[config.mk]
export PLATFORM = sky130hd
export DESIGN_NAME = framerTop
export DESIGN_NICKNAME = d
export VERILOG_FILES = /design/src/framerPkg.sv /design/src/framerCfgIf.sv /design/src/framerRegs.sv /design/src/bitShifter.sv /design/src/syncCorrelator.sv /design/src/frameSyncFsm.sv /design/src/framerTop.sv
export SDC_FILE = /design/constraint.sdc
export NUM_CORES = 1
export LEC_CHECK = 0
export BUFFER_PORTS_ARGS = -buffer_cell sky130_fd_sc_hd__buf_2
export CAP_MARGIN = 20
export CORE_ASPECT_RATIO = 1.4
export CORE_MARGIN = 5
export CORE_UTILIZATION = 55
export DETAILED_ROUTE_END_ITERATION = 12
export PLACE_DENSITY_LB_ADDON = 0.05
export SLEW_MARGIN = 20
export SYNTH_ARGS = -nofsm -noshare
export SYNTH_HDL_FRONTEND = slang
export SYNTH_SLANG_ARGS = --single-unit
[constraint.sdc]
create_clock -name busClk -period 23.6 [get_ports busClk]
set_input_delay 2.36 -clock busClk [delete_from_list [all_inputs] [get_ports busClk]]
set_output_delay 2.36 -clock busClk [all_outputs]
set_load 0.03 [all_outputs]
[src/framerPkg.sv]
package framerPkg;

    localparam int windowWidth = 32;        // Sync window and data word width.
    localparam int scoreWidth = 7;          // Holds a signed score of -32 to +32.

    localparam logic [3:0] ctrlOffset = 4'h0;
    localparam logic [3:0] syncWordOffset = 4'h4;
    localparam logic [3:0] syncMaskOffset = 4'h8;
    localparam logic [3:0] statusOffset = 4'hC;

    // Writable bits of CONTROL. The spare bits are held at zero.
    localparam logic [31:0] ctrlRwMask = 32'hFFFF_7F1F;

    typedef struct packed {
        logic [15:0] wordsPerFrame;
        logic spareHi;
        logic signed [scoreWidth-1:0] syncThreshold;
        logic [2:0] spareLo;
        logic [4:0] bitsPerWord;
    } ctrlFieldsT;

    typedef union packed {
        logic [31:0] raw;
        ctrlFieldsT fields;
    } ctrlWordU;

    typedef enum logic [1:0] {
        stSearch = 2'd0,
        stCheck = 2'd1,
        stLocked = 2'd2,
        stFlywheel = 2'd3
    } syncStateT;

endpackage

[src/framerCfgIf.sv]
`timescale 1ns/1ps

interface framerCfgIf;
    import framerPkg::*;

    logic [4:0] bitsPerWord;                // Word length minus one.
    logic [15:0] wordsPerFrame;             // Frame length in words, sync word included.
    logic [windowWidth-1:0] syncWord;
    logic [windowWidth-1:0] syncMask;
    logic signed [scoreWidth-1:0] syncThreshold;

    modport cfgSource (
        output bitsPerWord, wordsPerFrame, syncWord, syncMask, syncThreshold
    );

    modport cfgSink (
        input bitsPerWord, wordsPerFrame, syncWord, syncMask, syncThreshold
    );

endinterface

[src/framerRegs.sv]
`timescale 1ns/1ps

module framerRegs #(
    parameter logic [12:0] baseAddr = 13'h100
) (
    input logic busClk,
    input logic rstN,
    input logic pSel,
    input logic pEnable,
    input logic pWrite,
    input logic [12:0] pAddr,
    input logic [31:0] pWData,
    input logic [3:0] pStrb,
    output logic [31:0] pRData,
    output logic pReady,
    output logic pSlvErr,
    input logic framesync,
    input framerPkg::syncStateT syncState,
    input logic invertData,
    framerCfgIf.cfgSource cfg
);
    import framerPkg::*;

    ctrlWordU ctrlReg;
    logic [windowWidth-1:0] syncWordReg;
    logic [windowWidth-1:0] syncMaskReg;

    logic [3:0] regOffset;
    logic inWindow;
    logic mapped;
    logic accessPhase;
    logic wrEn;

    assign regOffset = pAddr[3:0];
    assign inWindow = (pAddr[12:4] == baseAddr[12:4]);
    assign mapped = inWindow && (regOffset inside {ctrlOffset, syncWordOffset,
                                                   syncMaskOffset, statusOffset});
    assign accessPhase = pSel && pEnable;

    assign pReady = 1'b1;                   // Every transfer completes without wait states.
    assign pSlvErr = accessPhase && (!mapped || (pWrite && regOffset == statusOffset));
    assign wrEn = accessPhase && pWrite && !pSlvErr;

    always_ff @(posedge busClk) begin
        if (!rstN) begin
            ctrlReg.raw <= '0;
            syncWordReg <= '0;
            syncMaskReg <= '0;
        end else if (wrEn) begin
            for (int lane = 0; lane < 4; lane++) begin
                if (pStrb[lane]) begin
                    case (regOffset)
                        ctrlOffset: ctrlReg.raw[8*lane +: 8] <=
                            pWData[8*lane +: 8] & ctrlRwMask[8*lane +: 8];
                        syncWordOffset: syncWordReg[8*lane +: 8] <= pWData[8*lane +: 8];
                        syncMaskOffset: syncMaskReg[8*lane +: 8] <= pWData[8*lane +: 8];
                        default: ;
                    endcase
                end
            end
        end
    end

    always_comb begin
        pRData = '0;
        if (pSel && mapped && !pSlvErr) begin
            case (regOffset)
                ctrlOffset: pRData = ctrlReg.raw;
                syncWordOffset: pRData = syncWordReg;
                syncMaskOffset: pRData = syncMaskReg;
                statusOffset: pRData = {23'd0, invertData, 2'd0, syncState, 3'd0, framesync};
                default: pRData = '0;
            endcase
        end
    end

    assign cfg.bitsPerWord = ctrlReg.fields.bitsPerWord;
    assign cfg.wordsPerFrame = ctrlReg.fields.wordsPerFrame;
    assign cfg.syncThreshold = ctrlReg.fields.syncThreshold;
    assign cfg.syncWord = syncWordReg;
    assign cfg.syncMask = syncMaskReg;

    // An access cycle always follows a setup cycle of the same transfer.
    apbAccessAfterSetup: assert property (
        @(posedge busClk) disable iff (!rstN)
        pEnable |-> pSel && $past(pSel && !pEnable)
    );

endmodule

[src/bitShifter.sv]
`timescale 1ns/1ps

module bitShifter (
    input logic busClk,
    input logic rstN,
    input logic serialBit,
    input logic serialValid,
    output logic bitValid,
    output logic [framerPkg::windowWidth-1:0] window
);

    always_ff @(posedge busClk) begin
        if (!rstN) begin
            bitValid <= 1'b0;
        end else begin
            bitValid <= serialValid;
        end
    end

    // The newest bit enters at the LSB, so the oldest bit of the window is the MSB.
    always_ff @(posedge busClk) begin
        if (!rstN) begin
            window <= '0;                   // Search starts from a known window.
        end else if (serialValid) begin
            window <= {window[$bits(window)-2:0], serialBit};
        end
    end

endmodule

[src/syncCorrelator.sv]
`timescale 1ns/1ps

module syncCorrelator (
    input logic busClk,
    input logic rstN,
    input logic bitValid,
    input logic [framerPkg::windowWidth-1:0] windowIn,
    framerCfgIf.cfgSink cfg,
    output logic scoreValid,
    output logic signed [framerPkg::scoreWidth-1:0] score,
    output logic [framerPkg::windowWidth-1:0] windowOut
);
    import framerPkg::*;

    logic [5:0] agreeCount;                 // Up to 32 masked bits agree.
    logic [5:0] diffCount;
    logic signed [scoreWidth-1:0] rawScore;

    always_comb begin
        agreeCount = '0;
        diffCount = '0;
        for (int i = 0; i < windowWidth; i++) begin
            if (cfg.syncMask[i]) begin
                if (windowIn[i] == cfg.syncWord[i]) begin
                    agreeCount = agreeCount + 6'd1;
                end else begin
                    diffCount = diffCount + 6'd1;
                end
            end
        end
    end

    assign rawScore = $signed({1'b0, agreeCount}) - $signed({1'b0, diffCount});

    always_ff @(posedge busClk) begin
        if (!rstN) begin
            scoreValid <= 1'b0;
        end else begin
            scoreValid <= bitValid;
        end
    end

    // Window travels with its score so the FSM sees both for the same bit.
    always_ff @(posedge busClk) begin
        if (bitValid) begin
            score <= rawScore;
            windowOut <= windowIn;
        end
    end

    // At most 32 masked bits can agree or differ.
    scoreInRange: assert property (
        @(posedge busClk) disable iff (!rstN)
        scoreValid |-> (score >= -7'sd32) && (score <= 7'sd32)
    );

endmodule

[src/frameSyncFsm.sv]
`timescale 1ns/1ps

module frameSyncFsm (
    input logic busClk,
    input logic rstN,
    input logic scoreValid,
    input logic signed [framerPkg::scoreWidth-1:0] score,
    input logic [framerPkg::windowWidth-1:0] window,
    framerCfgIf.cfgSink cfg,
    output logic [framerPkg::windowWidth-1:0] outWord,
    output logic outWordValid,
    output logic outFrameStart,
    output logic framesync,
    output framerPkg::syncStateT syncState,
    output logic invertData
);
    import framerPkg::*;

    syncStateT nextState;
    logic nextInvert;
    logic [4:0] bitCnt;                     // Bit position inside the current word.
    logic [15:0] wordCnt;                   // Word position inside the current frame.
    logic wordEnd;
    logic frameEnd;
    logic normMatch;
    logic invMatch;
    logic syncPass;
    logic [windowWidth-1:0] wordMask;

    assign wordEnd = (bitCnt == cfg.bitsPerWord);
    assign frameEnd = wordEnd && (wordCnt == cfg.wordsPerFrame - 16'd1);
    assign normMatch = (score >= cfg.syncThreshold);
    assign invMatch = (score <= -cfg.syncThreshold);
    assign syncPass = invertData ? invMatch : normMatch;
    assign wordMask = ~({{(windowWidth-1){1'b1}}, 1'b0} << cfg.bitsPerWord);
    assign framesync = (syncState == stLocked) || (syncState == stFlywheel);

    always_comb begin
        nextState = syncState;
        nextInvert = invertData;
        if (scoreValid) begin
            case (syncState)
                stSearch: begin
                    if (normMatch) begin
                        nextState = stCheck;
                        nextInvert = 1'b0;
                    end else if (invMatch) begin
                        nextState = stCheck;
                        nextInvert = 1'b1;
                    end
                end
                stCheck: if (frameEnd) nextState = syncPass ? stLocked : stSearch;
                stLocked: if (frameEnd) nextState = syncPass ? stLocked : stFlywheel;
                stFlywheel: if (frameEnd) nextState = syncPass ? stLocked : stSearch;
                default: nextState = stSearch;
            endcase
        end
    end

    always_ff @(posedge busClk) begin
        if (!rstN) begin
            syncState <= stSearch;
            invertData <= 1'b0;
            bitCnt <= '0;
            wordCnt <= '0;
        end else if (scoreValid) begin
            syncState <= nextState;
            invertData <= nextInvert;
            if (syncState == stSearch) begin
                if (nextState == stCheck) begin // The matching bit becomes the frame end.
                    bitCnt <= '0;
                    wordCnt <= '0;
                end
            end else if (wordEnd) begin
                bitCnt <= '0;
                wordCnt <= frameEnd ? 16'd0 : wordCnt + 16'd1;
            end else begin
                bitCnt <= bitCnt + 5'd1;
            end
        end
    end

    // Output follows the state being entered, so a lost lock emits nothing further.
    always_ff @(posedge busClk) begin
        if (!rstN) begin
            outWordValid <= 1'b0;
            outFrameStart <= 1'b0;
        end else begin
            outWordValid <= scoreValid && (syncState != stSearch) && wordEnd &&
                            (nextState == stLocked || nextState == stFlywheel);
            outFrameStart <= scoreValid && (syncState != stSearch) && frameEnd &&
                             (nextState == stLocked || nextState == stFlywheel);
        end
    end

    always_ff @(posedge busClk) begin
        if (scoreValid && wordEnd) begin
            outWord <= (invertData ? ~window : window) & wordMask;
        end
    end

    frameStartIsWord: assert property (
        @(posedge busClk) disable iff (!rstN)
        outFrameStart |-> outWordValid
    );

    noWordsWithoutLock: assert property (
        @(posedge busClk) disable iff (!rstN)
        outWordValid |-> (syncState == stLocked) || (syncState == stFlywheel)
    );

endmodule

[src/framerTop.sv]
`timescale 1ns/1ps

module framerTop #(
    parameter logic [12:0] baseAddr = 13'h100
) (
    input logic busClk,
    input logic rstN,
    input logic pSel,
    input logic pEnable,
    input logic pWrite,
    input logic [12:0] pAddr,
    input logic [31:0] pWData,
    input logic [3:0] pStrb,
    output logic [31:0] pRData,
    output logic pReady,
    output logic pSlvErr,
    input logic serialBit,
    input logic serialValid,
    output logic [framerPkg::windowWidth-1:0] outWord,
    output logic outWordValid,
    output logic outFrameStart
);
    import framerPkg::*;

    logic bitValid;
    logic [windowWidth-1:0] shiftWindow;
    logic scoreValid;
    logic signed [scoreWidth-1:0] score;
    logic [windowWidth-1:0] scoredWindow;
    logic framesync;
    syncStateT syncState;
    logic invertData;

    framerCfgIf cfgBus ();

    framerRegs #(
        .baseAddr(baseAddr)
    ) regs (
        .busClk(busClk), .rstN(rstN),
        .pSel(pSel), .pEnable(pEnable), .pWrite(pWrite), .pAddr(pAddr),
        .pWData(pWData), .pStrb(pStrb),
        .pRData(pRData), .pReady(pReady), .pSlvErr(pSlvErr),
        .framesync(framesync), .syncState(syncState), .invertData(invertData),
        .cfg(cfgBus)
    );

    bitShifter shifter (
        .busClk(busClk), .rstN(rstN),
        .serialBit(serialBit), .serialValid(serialValid),
        .bitValid(bitValid), .window(shiftWindow)
    );

    syncCorrelator correlator (
        .busClk(busClk), .rstN(rstN),
        .bitValid(bitValid), .windowIn(shiftWindow), .cfg(cfgBus),
        .scoreValid(scoreValid), .score(score), .windowOut(scoredWindow)
    );

    frameSyncFsm syncFsm (
        .busClk(busClk), .rstN(rstN),
        .scoreValid(scoreValid), .score(score), .window(scoredWindow), .cfg(cfgBus),
        .outWord(outWord), .outWordValid(outWordValid), .outFrameStart(outFrameStart),
        .framesync(framesync), .syncState(syncState), .invertData(invertData)
    );

endmodule

# Yosys cells after proc, flatten, opt, wreduce, memory -nomap -nowiden
# Index checks and enable logic that the tools add are counted.
word_totals:
  word_cells: 333
  regBits: 223
  input_bits: 56
  output_inout_bits: 68
classes:
  shifts: 1
  n_reduce_logical: 42
  magnitude_cmp: 2
  eq_ne: 45
  n_mux: 149
  add_sub_neg: 67
  n_bitwise: 3
op_table:
  columns: ["operator", "count"]
  rows:
  - ["$mux 6", 126]
  - ["$add 6x1->6 const B", 62]
  - ["$pmux 32 s4", 1]
  - ["$mux 16", 4]
  - ["$mux 32", 2]
  - ["$not 32->32", 2]
  - ["$reduce_and 3->1", 14]
  - ["$and 32x32->32", 1]
  - ["$eq 1x1->1", 32]
  - ["$shl 32x5->32 const A", 1]
  - ["$add 16x1->16 const B", 1]
  - ["$eq 16x16->1", 1]
  - ["$sub 16x1->16 const B", 1]
  - ["$logic_and 1x1->1", 15]
  - ["$mux 5", 3]
  - ["$mux 2", 6]
  - ["$eq 9x5->1 const B", 1]
  - ["$eq 2x2->1 const B", 4]
  - ["$eq 4x4->1 const B", 2]
  - ["$ge 7x7->1", 1]
  - ["$le 7x7->1", 1]
  - ["$neg 7->7", 1]
  - ["$sub 6x6->7", 1]
  - ["$mux 1", 6]
  - ["other kinds (14)", 20]

# Depth between registers and ports, before layout
# Gate-level depths: netlist (run 1).
depth:
  depth_word: 97
  ltp_mapped: 100
  depth_no_buf: 100

# Cells and area by module
# A second synthesis (run 1) with hierarchy kept.
hier_totals:
  cells_unflattened: 2488
  area_unflattened_um2: 21174.1
by_module_without_submodules:
  columns: ["module", "instances", "cells_per_inst", "area_per_inst_um2", "seq_area_each_um2"]
  rows:
  - ["syncCorrelator", 1, 1504, 11771.3, 1191.1]
  - ["framerRegs", 1, 438, 4200.3, 1841.8]
  - ["frameSyncFsm", 1, 441, 3932.5, 1481.4]
  - ["bitShifter", 1, 105, 1270.0, 660.6]

# Worst setup path after synthesis (run 1)
# OpenSTA, ideal clock, no wires.
synth_timing:
  path_type: "register -> register"
  from: "register regs.syncWordReg[0] (netlist: regs.cfg.syncWord[0])"
  to: "register correlator.score[6] in the netlist's numbering (data pin)"
  path_buffers: 0
  synth_period_minus_slack_ns: 17.188
  setup_time_ns: 0.257
  path_stages_with_launch: 100
  required_ns: 23.343
  t_arrival_ns: 16.931
  setup_slack_ns: 6.412
  path_cell_list: "dfxtp_1 xnor2_2 nor2_1 ha_1 nand2_1 o31ai_2 ha_1 and3_1 nor2_1 inv_1 ha_1 or3_1 o311ai_0 nand2_1 xnor2_1 nand2_1 o21ai_0 ha_1 [... 64 more ...] mux2_2 ha_1 o21a_1 ha_1 mux2_2 ha_1 mux2i_1 inv_1 ha_1 nand2_1 or2_2 or4_1 o21a_1 xor2_1 ha_1 inv_1 o21bai_1 a21oi_1"
synth_via:
  elab_chain_len: 97
  word_cells_on_any_way: 192
  classes_between: "63 x add/sub; 1 x eq/ne; 128 x mux"
synth_lines:
  columns: ["element", "line_no", "rtl"]
  rows:
  - ["start, declared", "framerRegs.sv:25", "logic [windowWidth-1:0] syncWordReg;"]
  - ["start signal, assigned by index", "framerRegs.sv:55", "syncWordOffset: syncWordReg[8*lane +: 8] <= pWData[8*lane +: 8];"]
  - ["$eq 1x1->1 *", "syncCorrelator.sv:24", "if (windowIn[i] == cfg.syncWord[i]) begin"]
  - ["$mux 1", "syncCorrelator.sv:24", null]
  - ["$mux 6", "syncCorrelator.sv:23", "if (cfg.syncMask[i]) begin"]
  - ["$add 6x1->6 (on tied branches)", "syncCorrelator.sv:25, syncCorrelator.sv:27", null]
  - ["$mux 6", "syncCorrelator.sv:24", null]
  - ["$mux 6", "syncCorrelator.sv:23", null]
  - ["$add 6x1->6 (on tied branches)", "syncCorrelator.sv:25, syncCorrelator.sv:27", null]
  - ["$mux 6", "syncCorrelator.sv:24", null]
  - ["[... 82 more ...]", null, null]
  - ["$add 6x1->6 (on tied branches)", "syncCorrelator.sv:25, syncCorrelator.sv:27", null]
  - ["$mux 6", "syncCorrelator.sv:24", null]
  - ["$mux 6", "syncCorrelator.sv:23", null]
  - ["$add 6x1->6 (on tied branches)", "syncCorrelator.sv:25, syncCorrelator.sv:27", null]
  - ["$mux 6", "syncCorrelator.sv:24", null]
  - ["$mux 6", "syncCorrelator.sv:23", null]
  - ["$sub 6x6->7 *", "syncCorrelator.sv:33", "assign rawScore = $signed({1'b0, agreeCount}) - $signed({1'b0, diffCount});"]
  - ["named net correlator.rawScore[6]", "syncCorrelator.sv:17", "logic signed [scoreWidth-1:0] rawScore;"]
  - ["end signal, assigned", "syncCorrelator.sv:46", "score <= rawScore;"]
  - ["end, declared", "syncCorrelator.sv:10", "output logic signed [framerPkg::scoreWidth-1:0] score,"]
# The timed path passes the listed nets; every way through them passes the cells marked *.
# A chain may end at the register's enable or synchronous reset.

# Final worst setup path (run 1)
layout_timing:
  from: "register shifter.window[0] in the netlist's numbering"
  to: "register correlator.score[6] in the netlist's numbering (data pin)"
layout_via:
  elab_chain_len: 97
  word_cells_on_any_way: 192
  classes_between: "63 x add/sub; 1 x eq/ne; 128 x mux"
layout_lines:
  columns: ["element", "line_no", "rtl"]
  rows:
  - ["start, declared", "bitShifter.sv:9", "output logic [framerPkg::windowWidth-1:0] window"]
  - ["start signal, assigned", "bitShifter.sv:25", "window <= {window[$bits(window)-2:0], serialBit};"]
  - ["$eq 1x1->1 *", "syncCorrelator.sv:24", null]
  - ["$mux 1", "syncCorrelator.sv:24", null]
  - ["$mux 6", "syncCorrelator.sv:23", null]
  - ["$add 6x1->6 (on tied branches)", "syncCorrelator.sv:25, syncCorrelator.sv:27", null]
  - ["$mux 6", "syncCorrelator.sv:24", null]
  - ["$mux 6", "syncCorrelator.sv:23", null]
  - ["$add 6x1->6 (on tied branches)", "syncCorrelator.sv:25, syncCorrelator.sv:27", null]
  - ["$mux 6", "syncCorrelator.sv:24", null]
  - ["[... 82 more ...]", null, null]
  - ["$add 6x1->6 (on tied branches)", "syncCorrelator.sv:25, syncCorrelator.sv:27", null]
  - ["$mux 6", "syncCorrelator.sv:24", null]
  - ["$mux 6", "syncCorrelator.sv:23", null]
  - ["$add 6x1->6 (on tied branches)", "syncCorrelator.sv:25, syncCorrelator.sv:27", null]
  - ["$mux 6", "syncCorrelator.sv:24", null]
  - ["$mux 6", "syncCorrelator.sv:23", null]
  - ["$sub 6x6->7 *", "syncCorrelator.sv:33", null]
  - ["named net correlator.rawScore[6]", "syncCorrelator.sv:17", null]
# Marked as above.

==> results.sh, run 1 <==
export IMPL_initial_core_util_pct=55.7
export IMPL_ctsLongestPathBuffers=3
export IMPL_cts_tree="done"
export IMPL_ys_seq_area_share_pct=25.3
export IMPL_r2r_cells=100
export IMPL_yosysWarningCount=0
export IMPL_synthFlopType="dfxtp_1"
export IMPL_ff_latch_area_um2=5180
export IMPL_cp_common_cell="ha_1"
export IMPL_numCtsBuffers=25
export IMPL_dieArea_um2=41100
export IMPL_cp_start_kind="register"
export IMPL_synth_enable_flop_cells=71
export IMPL_final_common_cell="nor2_1"
export IMPL_gr_total_overflow=0
export IMPL_r2r_start="shifter.window[0]"
export IMPL_ys_ff_latch=223
export IMPL_worstMarginPinSlew_ps=1080
export IMPL_power_density_nw_per_um2=37.3
export IMPL_final_cell_mix="nor2_1 (319), xnor2_1 (268), nand2_1 (228)"
export IMPL_grt_pass1_wl_mm=91.5
export IMPL_multi_input_area_um2=14600
export IMPL_crit_fanout=6
export IMPL_grt_max_degree=73
export IMPL_gp_congestion=0.945
export IMPL_dpl_cell_area_um2=21300
export IMPL_path_class="register to register"
export IMPL_vias=17900
export IMPL_coreArea_um2=36700
export IMPL_drc=0
export IMPL_max_freq_ghz=0.0521
export IMPL_outcome="completed"
export IMPL_dp_cells=2954
export IMPL_crit_start="shifter.window[0]"
export IMPL_irDropWorstVdd_v=0.0000679
export IMPL_area_delta_synth_final_pct=8.43
export IMPL_clock_sinks=223
export IMPL_yosys_top_cells_area="dfxtp_1 (15%), xnor2_1 (11%), edfxtp_1 (10%), mux2i_1 (7.2%), nor2_1 (5.9%)"
export IMPL_synth_top_area_cell="dfxtp_1"
export IMPL_nNetsFinal=2656
export IMPL_fin_worst_skew_ps=7.71
export IMPL_min_delay_start="regs.ctrlReg[14]"
export IMPL_io_pins=124
export IMPL_async_flop_share_pct=0
export IMPL_cts_root_buffer="clkbuf_16"
export IMPL_crit_arrival_ps=19480
export IMPL_wl_mm=57.8
export IMPL_hpwlAfterDp_mm=45.3
export IMPL_critPathMaxStageDelay_ps=400
export IMPL_tns_ps=0
export IMPL_postCtsSetupRepairBufs=0
export IMPL_antenna_found_initial=0
export IMPL_final_util_pct=60.4
export IMPL_clkTransAtPathRegs_ps=60
export IMPL_synth_cell_types=103
export IMPL_grt_use_total_pct=26.8
export IMPL_drt_iter0_markers=1236
export IMPL_nFillCells=3336
export IMPL_syn_inst=2449
export IMPL_ctsResizeCount=0
export IMPL_diodes=0
export IMPL_die_h_um=238
export IMPL_clock_latency_ps=540
export IMPL_drive_above_1_share_pct=10.4
export IMPL_drtPass1Iterations=5
export IMPL_rows=83
export IMPL_max_cap_violations=0
export IMPL_post_drt_wl_per_cell_um=19.3
export IMPL_timing_final_crit_share_pct=81.3
export IMPL_design_area_um2=22100
export IMPL_setup_viol=0
export IMPL_total_leakage_power_nw=9.06
export IMPL_rsz0062_at_grt="false"
export IMPL_worstPathRequired_ps=23890
export IMPL_hold_buffers=0
export IMPL_synth_nets=2591
export IMPL_netlist_area_um2=20400
export IMPL_yosys_area_top_type_share_pct=14.9
export IMPL_syn_area_per_cell_um2=8.34
export IMPL_min_path_type="register to register"
export IMPL_instances_no_fill=2998
export IMPL_grt_pass1_vias=17100
export IMPL_hold_worst_slack_ps=474
export IMPL_hold_violations=0
export IMPL_ant_nets=0
export IMPL_slew_violations=0
export IMPL_cp_slowest_cell="or4_1"
export IMPL_hold_path_depth=2
export IMPL_vias_per_cell=5.98
export IMPL_die_w_um=173
export IMPL_max_slew_margin_pct=27.8
export IMPL_portBuffers=122
export IMPL_htreeDepth=1
export IMPL_endpoint_kind="register"
export IMPL_fin_crit_ps=19190
==> final timing paths <==
kind	endpoint	slack (ps)
min reg2reg	regs.ctrlReg[14]	470
max	correlator.score[6]	4410
min	regs.ctrlReg[14]	470
max reg2reg	correlator.score[6]	4410
==> where the power goes <==
group	switching (mW)	leakage [nW]	internal (mW)
registers	0.00423	1.90	0.399
clock network	0.162	0.400	0.226
logic	0.0237	6.75	0.0116
==> stage by stage <==
step                      setup slack [ps]  power (mW)
final                                 4410       0.827
after floorplan                       6410       0.432
after detailed placement              4660       0.447
after global placement                5370       0.446
after CTS                             4570       0.831
after global routing                  2910       0.850
==> state kept, by name (all words and copies together), names as in the netlist <==
| register | cells |
|---|---|
| correlator.windowOut | 32 |
| regs.cfg.syncMask | 32 |
| regs.cfg.syncWord | 32 |
| shifter.window | 32 |
| syncFsm.outWord | 32 |
| regs.ctrlReg | 28 |
| syncFsm.wordCnt | 16 |
| correlator.score | 7 |
| syncFsm.bitCnt | 5 |
| syncFsm.syncState | 2 |
| correlator.scoreValid | 1 |
| shifter.bitValid | 1 |
| syncFsm.invertData | 1 |
| syncFsm.outFrameStart | 1 |
| syncFsm.outWordValid | 1 |
==> Yosys cell counts, types with 26 or more instances <==
cell type and n:
clkbuf_1 82, edfxtp_1 71, nor3_1 71, nand2_1 228
inv_1 74, o21ai_0 68, nor2_1 319, nand3_1 113
a31oi_1 30, xor2_1 122, and2_1 40, a21oi_1 157
dfxtp_1 152, and3_1 26, ha_1 85, xnor2_1 268
mux2i_1 146
==> metal layers <==
layer | vias to the layer above | global-route usage, % | share of wire (%)
met5 | - | 0 | 0
met4 | 0 | 11.2 | 4.6
met3 | 121 | 2.71 | 4.3
met2 | 483 | 50.0 | 51
met1 | 8609 | 31.2 | 40
li1 | 8721 | - | -
==> critical path, delay by kind of cell (launching register included) <==
family                   cells  cell delay [ps]
AO/OA/AOI/OAI               31             5290
adder cells (fa/ha/maj)     19             5230
AND/OR/NAND/NOR             27             3900
XOR/XNOR                    13             2460
multiplexers                 5             1160
buffers and inverters        5              500
flip-flops                   1              360
==> area by class of cell <==
cell class	count	area share, %
inverter	75	1.28
sequential	223	23.4
clock buffer	35	3.27
tap	467	2.64
clock inverter	9	0.407
multi-input combinational	2056	65.9
timing repair buffer	133	3.13
==> logic make-up after synthesis <==
logic type      after synthesis  synth area share (%)
other cells                   1                0.0184
flops                       223                  25.3
fa+ha+maj                    89                  5.45
compound gates              404                  12.6
mux                         159                  8.04
buf+inv                     170                  3.25
xor+xnor                    454                  23.5
simple gates                949                  21.7
No activity file was read; power rests on OpenSTA's default activity.
==> run 2: changes to the inputs <==
ABC_AREA = 1   (was not set)
clock period = 17.45 ns   (was 23.6 ns; I/O delays follow)
==> run 2 against run 1 <==
Synthesized cell count is 40% higher; synthesized area rose by 2.7%; clock power grew 46%; fmax grew 17%; largest cell class unchanged; largest power group is now the clock network.
==> results.sh, run 2 <==
export IMPL_syn_inst=3426
export IMPL_clock_sinks=223
export IMPL_drive_above_1_share_pct=14.0
export IMPL_async_flop_share_pct=0
export IMPL_area_delta_synth_final_pct=11.1
export IMPL_synth_common_cells="nand2_1 (895), inv_1 (607), nand3_1 (381)"
export IMPL_drc=0
export IMPL_drt_iter0_markers=1207
export IMPL_nFillCells=3625
export IMPL_cts_root_buffer="clkbuf_16"
export IMPL_max_cap_violations=0
export IMPL_synthFlopType="dfxtp_1"
export IMPL_vias=21200
export IMPL_ys_seq_area_share_pct=24.7
export IMPL_synth_top_area_cell="nand2_1"
export IMPL_ant_nets=0
export IMPL_grt_pass1_wl_mm=93.3
export IMPL_numCtsBuffers=25
export IMPL_hold_violations=0
export IMPL_cp_slowest_cell="dfxtp_2"
export IMPL_drtPass1Iterations=5
export IMPL_place_ws_ps=-270
export IMPL_die_w_um=175
export IMPL_portBuffers=122
export IMPL_setup_viol=0
export IMPL_grt_max_degree=97
export IMPL_cp_start_kind="register"
export IMPL_clkTransAtPathRegs_ps=60
export IMPL_cts_tree="done"
export IMPL_min_path_type="register to register"
export IMPL_grt_pass1_vias=19900
export IMPL_initial_core_util_pct=55.7
export IMPL_fin_worst_skew_ps=18.7
export IMPL_grt_use_total_pct=26.4
export IMPL_irDropWorstVdd_v=0.0000814
export IMPL_ctsLongestPathBuffers=3
export IMPL_intPower_mw=0.928
export IMPL_diodes=0
export IMPL_timing_final_crit_share_pct=94.4
export IMPL_hold_buffers=0
export IMPL_p_clk_share_pct=46.4
export IMPL_worstPathRequired_ps=17730
export IMPL_slew_violations=0
export IMPL_max_slew_margin_pct=26.4
export IMPL_rows=84
export IMPL_p_switching_mw=0.291
export IMPL_ys_ff_latch=223
export IMPL_vias_per_cell=5.24
export IMPL_combPwrFrac_pct=7.5
export IMPL_clock_latency_ps=530
export IMPL_yosysWarningCount=0
export IMPL_total_leakage_power_nw=11.8
export IMPL_final_cell_mix="nand2_1 (883), inv_1 (604), nand3_1 (379)"
export IMPL_wl_mm=57.1
export IMPL_finalPower_mw=1.22
export IMPL_coreArea_um2=37600
export IMPL_hold_worst_slack_ps=461
export IMPL_outcome="completed"
export IMPL_cp_common_cell="nand2_1"
export IMPL_power_density_nw_per_um2=52.3
export IMPL_post_drt_wl_per_cell_um=14.1
export IMPL_max_freq_ghz=0.0607
export IMPL_antenna_found_initial=0
export IMPL_hpwlAfterDp_mm=46.6
export IMPL_switching_share_pct=23.9
export IMPL_sequentialPowerShare_pct=46.1
export IMPL_crit_fanout=5
export IMPL_endpoint_kind="register"
export IMPL_path_class="register to register"
export IMPL_synth_nets=3568
export IMPL_fin_crit_ps=16470
export IMPL_netlist_area_um2=21000
export IMPL_critPathMaxStageDelay_ps=340
export IMPL_htreeDepth=1
export IMPL_worstMarginPinSlew_ps=1100
export IMPL_synth_cell_types=57
export IMPL_io_pins=124
export IMPL_yosys_area_top_type_share_pct=16.0
export IMPL_setup_ws_ps=983
export IMPL_cpLargestDelayFamily="simple AND/OR/NAND/NOR gates"
export IMPL_die_h_um=241
export IMPL_yosys_top_cells_area="nand2_1 (16%), dfxtp_1 (15%), inv_1 (11%), edfxtp_1 (10%), nand3_1 (9.1%)"
export IMPL_yosysMostFrequentCell="nand2_1"
export IMPL_path_buf_inv=20
export IMPL_syn_area_per_cell_um2=6.12
export IMPL_dieArea_um2=42200
export IMPL_nNetsFinal=3688
export IMPL_crit_arrival_ps=16750
export IMPL_gr_total_overflow=0
export IMPL_synth_enable_flop_cells=71
export IMPL_final_common_cell="nand2_1"
export IMPL_gp_congestion=0.925
==> run 2: cell type report <==
| cell class | instances | area, µm² | area share [%] |
|---|---|---|---|
| multi-input combinational | 2520 | 13400 | 57.7 |
| clock buffer | 32 | 672 | 2.89 |
| tap | 473 | 592 | 2.54 |
| inverter | 625 | 2350 | 10.1 |
| sequential | 223 | 5180 | 22.3 |
| clock inverter | 14 | 230 | 0.989 |
| timing repair buffer | 151 | 828 | 3.56 |
==> run 2: kinds of logic after synthesis <==
kind of cell | synth area share, %
AND/OR/NAND/NOR | 43.9
buffers and inverters | 12.3
AO/OA/AOI/OAI | 9.39
flip-flops | 24.7
XOR/XNOR | 4.47
adder cells (fa/ha/maj) | 5.17
multiplexers | 0.101
other | 0.0179
==> run 2: final timing paths <==
| kind | slack [ps] | endpoint | startpoint | cells past startpoint |
|---|---|---|---|---|
| hold reg to reg | 460 | correlator.windowOut[0] | shifter.window[0] | 0 |
| setup reg to reg | 980 | correlator.score[5] | shifter.window[1] | 109 |
| hold / removal | 460 | correlator.windowOut[0] | shifter.window[0] | 0 |
| setup / recovery | 980 | correlator.score[5] | shifter.window[1] | 109 |
==> run 2: what timing repair did <==
| action | CTS | global route |
|---|---|---|
| resized for setup | 5 | 68 |
| pin swaps | 0 | 25 |
| endpoints found under the setup margin | 4 | 6 |
| buffers inserted | 0 | 5 |
==> run 2: power groups by stage <==
stage	sequential [mW]	clock, mW	combinational [mW]
2_1_floorplan	0.567	0	0.0634
3_3_place_gp	0.572	0	0.0866
3_5_place_dp	0.572	0	0.0894
4_1_cts	0.561	0.572	0.0899
5_1_grt	0.563	0.594	0.103
6_report	0.561	0.566	0.0917
==> run 2: worst reg2reg max path, delay by kind of cell, from the launching register on <==
family	cells	cell delay, ps
AND/OR/NAND/NOR	43	5860
adder cells (fa/ha/maj)	19	4970
AO/OA/AOI/OAI	17	2410
buffers and inverters	20	1270
XOR/XNOR	9	1260
flip-flops	1	340
multiplexers	1	140
==> run 2: through the flow <==
stage	utilization, %	instance area (µm²)	cells	TNS (ps)
floorplan	-	21000	3426	0
global placement	58.9	22100	3987	0
detailed placement	58.9	22200	3987	-724
CTS	61.3	23100	4033	0
global route	61.9	23300	4038	-150
finish	61.9	23300	4038	0
==> run 2: layer usage <==
metal / GRT usage [%] / share of wire [%] / vias to the layer above / wire length [µm]
met5: 0 / 0 / - / 0
met4: 11.5 / 5.0 / 0 / 2850
met1: 30.6 / 41 / 9379 / 23600
met2: 49.4 / 49 / 481 / 28200
met3: 2.55 / 4.1 / 137 / 2340
li1: - / - / 11200 / -
